`src/metric_macros.svh`:
```
`ifndef METRIC_MACROS_SVH
`define METRIC_MACROS_SVH

// width of one signed path metric
`define METRIC_WIDTH 8

// beats in one frame, four states per beat, 64 states total
`define NUM_GROUPS 16

// entries in the beat buffer between packer and search
`define FIFO_DEPTH 4

`endif

```
`src/metricPkg.sv`:
```
`default_nettype none

`include "metric_macros.svh"

package metricPkg;

   typedef logic signed [`METRIC_WIDTH-1:0] metricT;       // one path metric

   typedef logic [$clog2(`NUM_GROUPS)-1:0] groupT;          // beat number in frame

   // one beat of four metrics plus its tag
   typedef struct packed {
      metricT a;                                            // position 0
      metricT b;                                            // position 1
      metricT c;                                            // position 2
      metricT d;                                            // position 3
      groupT  group;
      logic   last;                                         // final beat of frame
      logic   normalize;                                    // only looked at on last beat
   } quadT;

endpackage

`default_nettype wire

```
`src/searchPkg.sv`:
```
`default_nettype none

package searchPkg;

   import metricPkg::*;

   // group number in the upper bits, position in the lower two
   typedef logic [$bits(groupT)+1:0] stateIdxT;

   typedef struct packed {
      stateIdxT index;                                      // winning state
      metricT   metric;                                     // its path metric
   } resultT;

endpackage

`default_nettype wire

```
`src/quadIf.sv`:
```
`timescale 1ns/1ps
`default_nettype none

interface quadIf
   import metricPkg::*;
();

   logic valid;                                             // beat present this cycle
   quadT beat;
   logic full;                                              // receiver cannot take more
   logic pop;                                               // receiver takes the beat

   modport source (
      output valid,
      output beat,
      input  full,
      input  pop
   );

   // the receiving side also reports its fill state upstream
   modport sink (
      input  valid,
      input  beat,
      output pop,
      output full
   );

endinterface

`default_nettype wire

```
`src/bestPathSearch.sv`:
```
`timescale 1ns/1ps
`default_nettype none

`include "metric_macros.svh"

module bestPathSearch
   import metricPkg::*;
   import searchPkg::*;
(
   input  logic     clk,
   input  logic     reset,
   quadIf.sink      inIf,
   output logic     resultValid,
   output stateIdxT bestIndex,
   output metricT   bestMetric
);

   // a quarter of the metric range
   localparam metricT normStep = metricT'(2 ** (`METRIC_WIDTH - 2));

   resultT groupBest;                                       // selector output
   resultT runBest;                                         // best so far in frame
   resultT newBest;
   logic   selValid;
   logic   selFirst;
   logic   selLast;
   logic   selNorm;

   assign inIf.pop  = inIf.valid;                           // always accepts
   assign inIf.full = 1'b0;

   quadMaxSelect u_select (
      .clk   (clk),
      .reset (reset),
      .ce    (inIf.pop),
      .beat  (inIf.beat),
      .best  (groupBest)
   );

   // flags travel beside the selector stage
   always_ff @(posedge clk) begin
      if (reset) begin
         selValid <= 1'b0;
         selFirst <= 1'b0;
         selLast  <= 1'b0;
         selNorm  <= 1'b0;
      end else begin
         selValid <= inIf.pop;
         selFirst <= (inIf.beat.group == '0);
         selLast  <= inIf.beat.last;
         selNorm  <= inIf.beat.normalize;
      end
   end

   // first group replaces, later groups only when strictly larger
   always_comb begin
      if (selFirst || (groupBest.metric > runBest.metric))
         newBest = groupBest;
      else
         newBest = runBest;
   end

   always_ff @(posedge clk) begin
      if (selValid)
         runBest <= newBest;
   end

   always_ff @(posedge clk) begin
      if (reset) begin
         resultValid <= 1'b0;
      end else begin
         resultValid <= selValid && selLast;                // one pulse per frame
      end
   end

   always_ff @(posedge clk) begin
      if (selValid && selLast) begin
         bestIndex  <= newBest.index;
         bestMetric <= selNorm ? metricT'(newBest.metric - normStep) : newBest.metric;
      end
   end

endmodule

`default_nettype wire

```
`src/metricFifo.sv`:
```
`timescale 1ns/1ps
`default_nettype none

`include "metric_macros.svh"

module metricFifo
   import metricPkg::*;
#(
   parameter type payloadT = quadT
) (
   input  logic  clk,
   input  logic  reset,
   quadIf.sink   inIf,
   quadIf.source outIf
);

   localparam int ptrW = (`FIFO_DEPTH > 1) ? $clog2(`FIFO_DEPTH) : 1;
   localparam logic [ptrW-1:0] lastPtr = ptrW'(`FIFO_DEPTH - 1);
   localparam logic [ptrW:0] depthCnt = (ptrW+1)'(`FIFO_DEPTH);

   payloadT mem [`FIFO_DEPTH];                              // beat storage

   logic [ptrW-1:0] wrPtr;
   logic [ptrW-1:0] rdPtr;
   logic [ptrW:0]   count;                                  // occupancy
   logic            full;
   logic            push;
   logic            pop;

   assign full = (count == depthCnt);
   assign push = inIf.valid && !full;
   assign pop  = outIf.pop && (count != '0);

   always_ff @(posedge clk) begin
      if (reset) begin
         wrPtr <= '0;
         rdPtr <= '0;
         count <= '0;
      end else begin
         if (push)
            wrPtr <= (wrPtr == lastPtr) ? '0 : wrPtr + 1'b1;
         if (pop)
            rdPtr <= (rdPtr == lastPtr) ? '0 : rdPtr + 1'b1;
         case ({push, pop})
            2'b10:   count <= count + 1'b1;
            2'b01:   count <= count - 1'b1;
            default: count <= count;                        // both or neither
         endcase
      end
   end

   always_ff @(posedge clk) begin
      if (push)
         mem[wrPtr] <= inIf.beat;
   end

   assign inIf.full  = full;
   assign inIf.pop   = push;                                // accepted write
   assign outIf.valid = (count != '0);
   assign outIf.beat  = mem[rdPtr];                         // head shown while non-empty

endmodule

`default_nettype wire

```
`src/metricMaxFinder.sv`:
```
`timescale 1ns/1ps
`default_nettype none

module metricMaxFinder
   import metricPkg::*;
   import searchPkg::*;
(
   input  wire logic     clk,
   input  wire logic     reset,
   input  wire logic     metricValid,
   input  wire logic     frameStart,
   input  wire logic     normalize,
   input  wire metricT   metricA,
   input  wire metricT   metricB,
   input  wire metricT   metricC,
   input  wire metricT   metricD,
   output logic          resultValid,
   output stateIdxT      bestIndex,
   output metricT        bestMetric,
   output logic          overflow
);

   quadIf packIf ();                                        // packer to buffer
   quadIf searchIf ();                                      // buffer to search

   metricPacker u_packer (
      .clk         (clk),
      .reset       (reset),
      .metricValid (metricValid),
      .frameStart  (frameStart),
      .normalize   (normalize),
      .metricA     (metricA),
      .metricB     (metricB),
      .metricC     (metricC),
      .metricD     (metricD),
      .overflow    (overflow),
      .outIf       (packIf.source)
   );

   metricFifo #(
      .payloadT (quadT)
   ) u_fifo (
      .clk   (clk),
      .reset (reset),
      .inIf  (packIf.sink),
      .outIf (searchIf.source)
   );

   bestPathSearch u_search (
      .clk         (clk),
      .reset       (reset),
      .inIf        (searchIf.sink),
      .resultValid (resultValid),
      .bestIndex   (bestIndex),
      .bestMetric  (bestMetric)
   );

endmodule

`default_nettype wire

```
`src/metricPacker.sv`:
```
`timescale 1ns/1ps
`default_nettype none

`include "metric_macros.svh"

module metricPacker
   import metricPkg::*;
(
   input  logic   clk,
   input  logic   reset,
   input  logic   metricValid,
   input  logic   frameStart,
   input  logic   normalize,
   input  metricT metricA,
   input  metricT metricB,
   input  metricT metricC,
   input  metricT metricD,
   output logic   overflow,
   quadIf.source  outIf
);

   localparam groupT lastGroup = groupT'(`NUM_GROUPS - 1);

   groupT groupCnt;                                         // next expected group
   groupT curGroup;
   logic  beatValid;
   quadT  beatReg;

   assign curGroup = frameStart ? '0 : groupCnt;            // frameStart restarts numbering

   always_ff @(posedge clk) begin
      if (reset) begin
         groupCnt  <= '0;
         beatValid <= 1'b0;
         overflow  <= 1'b0;
      end else begin
         beatValid <= metricValid && !outIf.full;
         if (metricValid) begin
            groupCnt <= curGroup + 1'b1;                    // wraps after last group
            if (outIf.full)
               overflow <= 1'b1;                            // sticky flag for a dropped beat
         end
      end
   end

   // beat payload meaningful only while beatValid
   always_ff @(posedge clk) begin
      if (metricValid) begin
         beatReg.a         <= metricA;
         beatReg.b         <= metricB;
         beatReg.c         <= metricC;
         beatReg.d         <= metricD;
         beatReg.group     <= curGroup;
         beatReg.last      <= (curGroup == lastGroup);
         beatReg.normalize <= normalize;
      end
   end

   assign outIf.valid = beatValid;
   assign outIf.beat  = beatReg;

endmodule

`default_nettype wire

```
`src/quadMaxSelect.sv`:
```
`timescale 1ns/1ps
`default_nettype none

module quadMaxSelect
   import metricPkg::*;
   import searchPkg::*;
(
   input  logic   clk,
   input  logic   reset,
   input  logic   ce,
   input  quadT   beat,
   output resultT best
);

   localparam int msb = $bits(metricT) - 1;

   // high when b is strictly larger than a as two's complement
   function automatic logic bWins(metricT a, metricT b);
      logic [1:0] signs;
      signs = {a[msb], b[msb]};
      case (signs)
         2'b01:   bWins = 1'b0;                              // a positive and b negative
         2'b10:   bWins = 1'b1;                              // a negative and b positive
         default: bWins = ($unsigned(b) > $unsigned(a));    // same sign keeps raw bit order
      endcase
   endfunction

   logic       selAB;
   logic       selCD;
   logic       selFinal;
   metricT     winAB;
   metricT     winCD;
   metricT     winMetric;
   logic [1:0] posAB;
   logic [1:0] posCD;
   logic [1:0] winPos;

   // pairwise tournament where ties keep the lower position
   always_comb begin
      selAB     = bWins(beat.a, beat.b);
      winAB     = selAB ? beat.b : beat.a;
      posAB     = selAB ? 2'd1 : 2'd0;
      selCD     = bWins(beat.c, beat.d);
      winCD     = selCD ? beat.d : beat.c;
      posCD     = selCD ? 2'd3 : 2'd2;
      selFinal  = bWins(winAB, winCD);
      winMetric = selFinal ? winCD : winAB;
      winPos    = selFinal ? posCD : posAB;
   end

   always_ff @(posedge clk) begin
      if (reset) begin
         best <= '0;
      end else if (ce) begin
         best.index  <= {beat.group, winPos};               // group times four plus position
         best.metric <= winMetric;
      end
   end

endmodule

`default_nettype wire

```
`config.mk`:
```
export PLATFORM = sky130hd
export DESIGN_NAME = metricMaxFinder
export DESIGN_NICKNAME = d
export VERILOG_FILES = /design/src/metricPkg.sv /design/src/searchPkg.sv /design/src/quadIf.sv /design/src/bestPathSearch.sv /design/src/metricFifo.sv /design/src/metricMaxFinder.sv /design/src/metricPacker.sv /design/src/quadMaxSelect.sv
export VERILOG_INCLUDE_DIRS = /design/src /design/src/src
export SDC_FILE = /design/constraint.sdc
export NUM_CORES = 1
export LEC_CHECK = 0
export ABC_CLOCK_PERIOD_IN_PS = 13450
export BUFFER_PORTS_ARGS = -buffer_cell sky130_fd_sc_hd__buf_2
export CAP_MARGIN = 30
export CORE_MARGIN = 4
export CORE_UTILIZATION = 45
export CTS_CLUSTER_DIAMETER = 80
export DETAILED_ROUTE_END_ITERATION = 10
export SETUP_SLACK_MARGIN = 0.2
export SYNTH_ARGS = -nofsm -noshare
export SYNTH_HDL_FRONTEND = slang
export SYNTH_SLANG_ARGS = --single-unit
```
`constraint.sdc`:
```
create_clock -name clk -period 13.45 [get_ports clk]
set_clock_uncertainty 0.2 [all_clocks]
set_input_delay 0 -clock clk [delete_from_list [all_inputs] [get_ports clk]]
set_output_delay 0 -clock clk [all_outputs]
set_load 0.1 [all_outputs]
```
==> metrics.md <==
| Metric | Value |
|---|---|
| Status | finished clean |
| Routed WL | 18.93 mm |
| Clk slew on worst S/H paths | 60 ps |
| Slew margin rel. | 0.5147 |
| Netlist Area Pre-Place | 10,220 sq um |
| Fin. max-slew vios | 0 |
| Setup Crit Path Kind | reg2reg |
| Async SR Flop Fraction | 0 |
| Fillers | 1,699 |
| Core area | 22,090 sq um |
| Synthesized net count | 689 |
| Flops & latches, synth | 252 |
| Syn_area_per_cell | 16.87 sq um |
| Crit Path Max Fanout | 21 |
| Nets@finish | 830 |
| Count of different cell masters after synthesis | 49 |
| Initial antenna violation count | 0 |
| Full die area | 25,190 sq um |
| Hpwl dp | 11.86 mm |
| Via count | 5,528 |
| First-pass GRT wire length | 31.07 mm |
| Setup TNS | 0 ps |
| Post-detailed-route count of antenna-violating nets | 0 |
| Utilization after layout | 0.5597 |
| Post-synth EDFFs | 218 |
| CTS Buf Count | 27 |
| Via density | 5.280 |
| Pwr dens | 218.4 nW/um^2 |
| Final worst slack | 7803 ps |
| Synthesized instance count | 606 |
| Row count | 54 |
| Reg2reg setup slack | 7800 ps |
| Final Hold Fails | 0 |
| Crit path required time | 13,660 ps |
| Fmax | 177.1 MHz |
| Detailed Routing Iterations Pass 1 | 4 |
| Period minus WS final | 5647 ps |
| Synth top area cells | edfxtp_1 64%, mux4_2 8.2%, dfxtp_1 6.7%, ha_1 5.5%, mux2_2 1.5% |
| Initial DRC count | 285 |
| Clk Latency, worst-skew pair | 530 ps |
| Vias in the first global route | 5,883 |
| Top layer in use | met4 |
| Worst setup SP type | flop |
| Total GRT Usage | 0.1514 |
| Pin count of the biggest net entering global routing | 39 |
| Fin area | 12,370 sq um |
| Area Growth Syn to Fin | 20.99% |
| Die X | 158.7 um |
| Post-synth top flop | edfxtp_1 |
| Top Ports | 53 |
| Share of the synthesized area in the top cell type | 0.6405 |
| # DRC | 0 |
| Worst min-delay path category | in2reg |
| PostCTS Resize Cnt | 0 |
| Hold Path End | u_packer.outIf.beat[14] |
| CTS tree | yes |
| Max Cap Viol | 0 |
| RSZ-0062 raised after global routing | no |
| FF-to-FF path depth | 15 |
| Diode count | 0 |
| Setup-failing EPs final | 0 |
| Cell taking the most area after synthesis | edfxtp_1 |
| Slew @ Worst Pin | 720.3 ps |
| Placer Congestion | 0.8259 |
| Register area share after synthesis | 0.7071 |
| Min-delay src | metricC[0] |
| CP endpoint kind | flop |
| Global route overflow | 0 |
| WHS Path Cells | 2 |
| H-tree levels | 1 |
| YS warnings | 0 |
| CP arrival | 5850 ps |
| Tcrit/Tclk final | 0.4199 |
| Static leakage | 4.465 nW |
| CTS Sinks | 252 |
| Reg-to-Reg End | u_search.u_select.best[0] |
| Metal3 WL | 770 um |
| Routed WL per cell | 18.08 um |
| Met2 wire length | 9.256 mm |
| Area after DPL | 10,840 sq um |
| Fin cells | 1,047 |
| Dpl cells | 929 |
| Post-Place Setup Slack | 7771 ps |
| Starting Density | 0.4626 |
| Buffers on Ports | 52 |
| Peak VDD IR | 0.0001438 V |
| CTS Buffer Depth | 3 |
| Die H | 158.7 um |
| Share of layout cells above drive strength 1 | 0.2190 |
| Met1 Wirelength | 8.458 mm |
| Root Driver | clkbuf_16 |
-- state kept, by name, summed over array words and instances (netlist names), named ones only --
name,count
u_search.selValid,1
u_packer.outIf.valid,1
u_fifo.wrPtr,2
u_search.selNorm,1
u_fifo.mem,152
u_search.selLast,1
u_packer.overflow,1
u_search.bestIndex,6
u_search.bestMetric,8
u_fifo.rdPtr,2
u_packer.outIf.beat,38
u_search.resultValid,1
u_packer.groupCnt,4
u_fifo.count,3
u_search.runBest,14
u_search.selFirst,1
u_search.u_select.best,14
-- cell type report --
class                           instances  area (sq um)  share of cell area
Tap cell                              280         350.3             0.02833
Clock inverter                         18         147.6             0.01194
Clock buffer                           31         690.7             0.05585
Sequential cell                       252          7228              0.5845
Inverter                               36         135.1             0.01093
Multi-Input combinational cell        299          2773              0.2242
Timing Repair Buffer                  131          1042             0.08428
-- worst max path at each step --
stage | from | endpoint | slack (ps) | cells past startpoint
floorplan | flop | u_search.u_select.best[0] | 8930 | 16
global placement | flop | u_search.u_select.best[0] | 7910 | 16
detailed placement | flop | u_search.u_select.best[0] | 7770 | 16
CTS | flop | u_search.u_select.best[0] | 7770 | 16
global route | flop | u_search.u_select.best[0] | 7330 | 15
finish | flop | u_search.u_select.best[0] | 7800 | 15
-- layout by cell type (no fill, tap or decap), types with 8 or more instances in the layout --
| cell type | instances |
|---|---|
| edfxtp_1 | 218 |
| dlygate4sd3_1 | 69 |
| buf_2 | 52 |
| ha_1 | 45 |
| mux4_2 | 37 |
| inv_1 | 35 |
| nor2_1 | 34 |
| dfxtp_1 | 33 |
| nand2_1 | 29 |
| clkbuf_16 | 27 |
| a21oi_1 | 25 |
| mux2_2 | 14 |
| nor2b_1 | 13 |
| o21ai_0 | 13 |
| clkinv_1 | 8 |
| nand3_1 | 8 |
| buf_4 | 8 |
-- routing by layer --
layer,track usage,vias up
met3,0.02618,36
met4,0.04339,0
met5,0,-
met2,0.2609,104
li1,-,2624
met1,0.1998,2764
-- cells by family after synthesis --
logic type | after synthesis | synth area share
simple gates | 116 | 0.05717
buf+inv | 55 | 0.02216
xor+xnor | 5 | 0.004285
compound gates | 72 | 0.04529
mux | 60 | 0.1070
fa+ha+maj | 46 | 0.05705
flops | 252 | 0.7071
-- stage by stage --
stage / total power, mW / hold WS [ps]
detailed placement: 2.004 / -21.90
global placement: 1.967 / -24.04
finish: 2.700 / 17.61
global route: 2.889 / 32.74
floorplan: 1.769 / -101.1
CTS: 2.723 / 10.47
-- cells in the mapped netlist (3+ instances only) --
| cell | number |
|---|---|
| a21oi_1 | 25 |
| a31oi_1 | 7 |
| and2_1 | 6 |
| and3_1 | 3 |
| buf_2 | 7 |
| buf_4 | 3 |
| clkbuf_1 | 9 |
| dfxtp_1 | 34 |
| edfxtp_1 | 218 |
| ha_1 | 45 |
| inv_1 | 35 |
| mux2_1 | 6 |
| mux2_2 | 14 |
| mux4_2 | 37 |
| nand2_1 | 29 |
| nand3_1 | 8 |
| nand4_1 | 5 |
| nor2_1 | 34 |
| nor2b_1 | 13 |
| nor3_1 | 6 |
| nor3b_1 | 3 |
| o21ai_0 | 13 |
| o21ai_1 | 3 |
| o221a_2 | 7 |
| xor2_1 | 3 |
-- critical path, cell delays in order (launching register included) --
cell	delay, ps
dfxtp_2	790
buf_4	500
mux4_2	590
ha_1	340
nor4b_2	300
nand2_1	80
or3_1	620
a21oi_1	300
a31oi_1	70
ha_1	320
a211o_1	300
o211ai_1	90
a31oi_1	190
nor3_2	390
o21ai_0	170
o221a_2	270
-- power by group --
group	switching [mW]	leakage [nW]	internal (mW)
combinational	0.553	1.76	0.424
clock	0.290	0.411	0.406
sequential	0.0646	2.30	0.963
total	0.907	4.47	1.79
-- what timing repair did --
action	4_1_cts	5_1_grt
hold buffers	69	0
endpoints found under the setup margin	0	0
endpoints found under the hold margin	108	0
setup buffers	0	0
(Power assumes the default switching activity.)
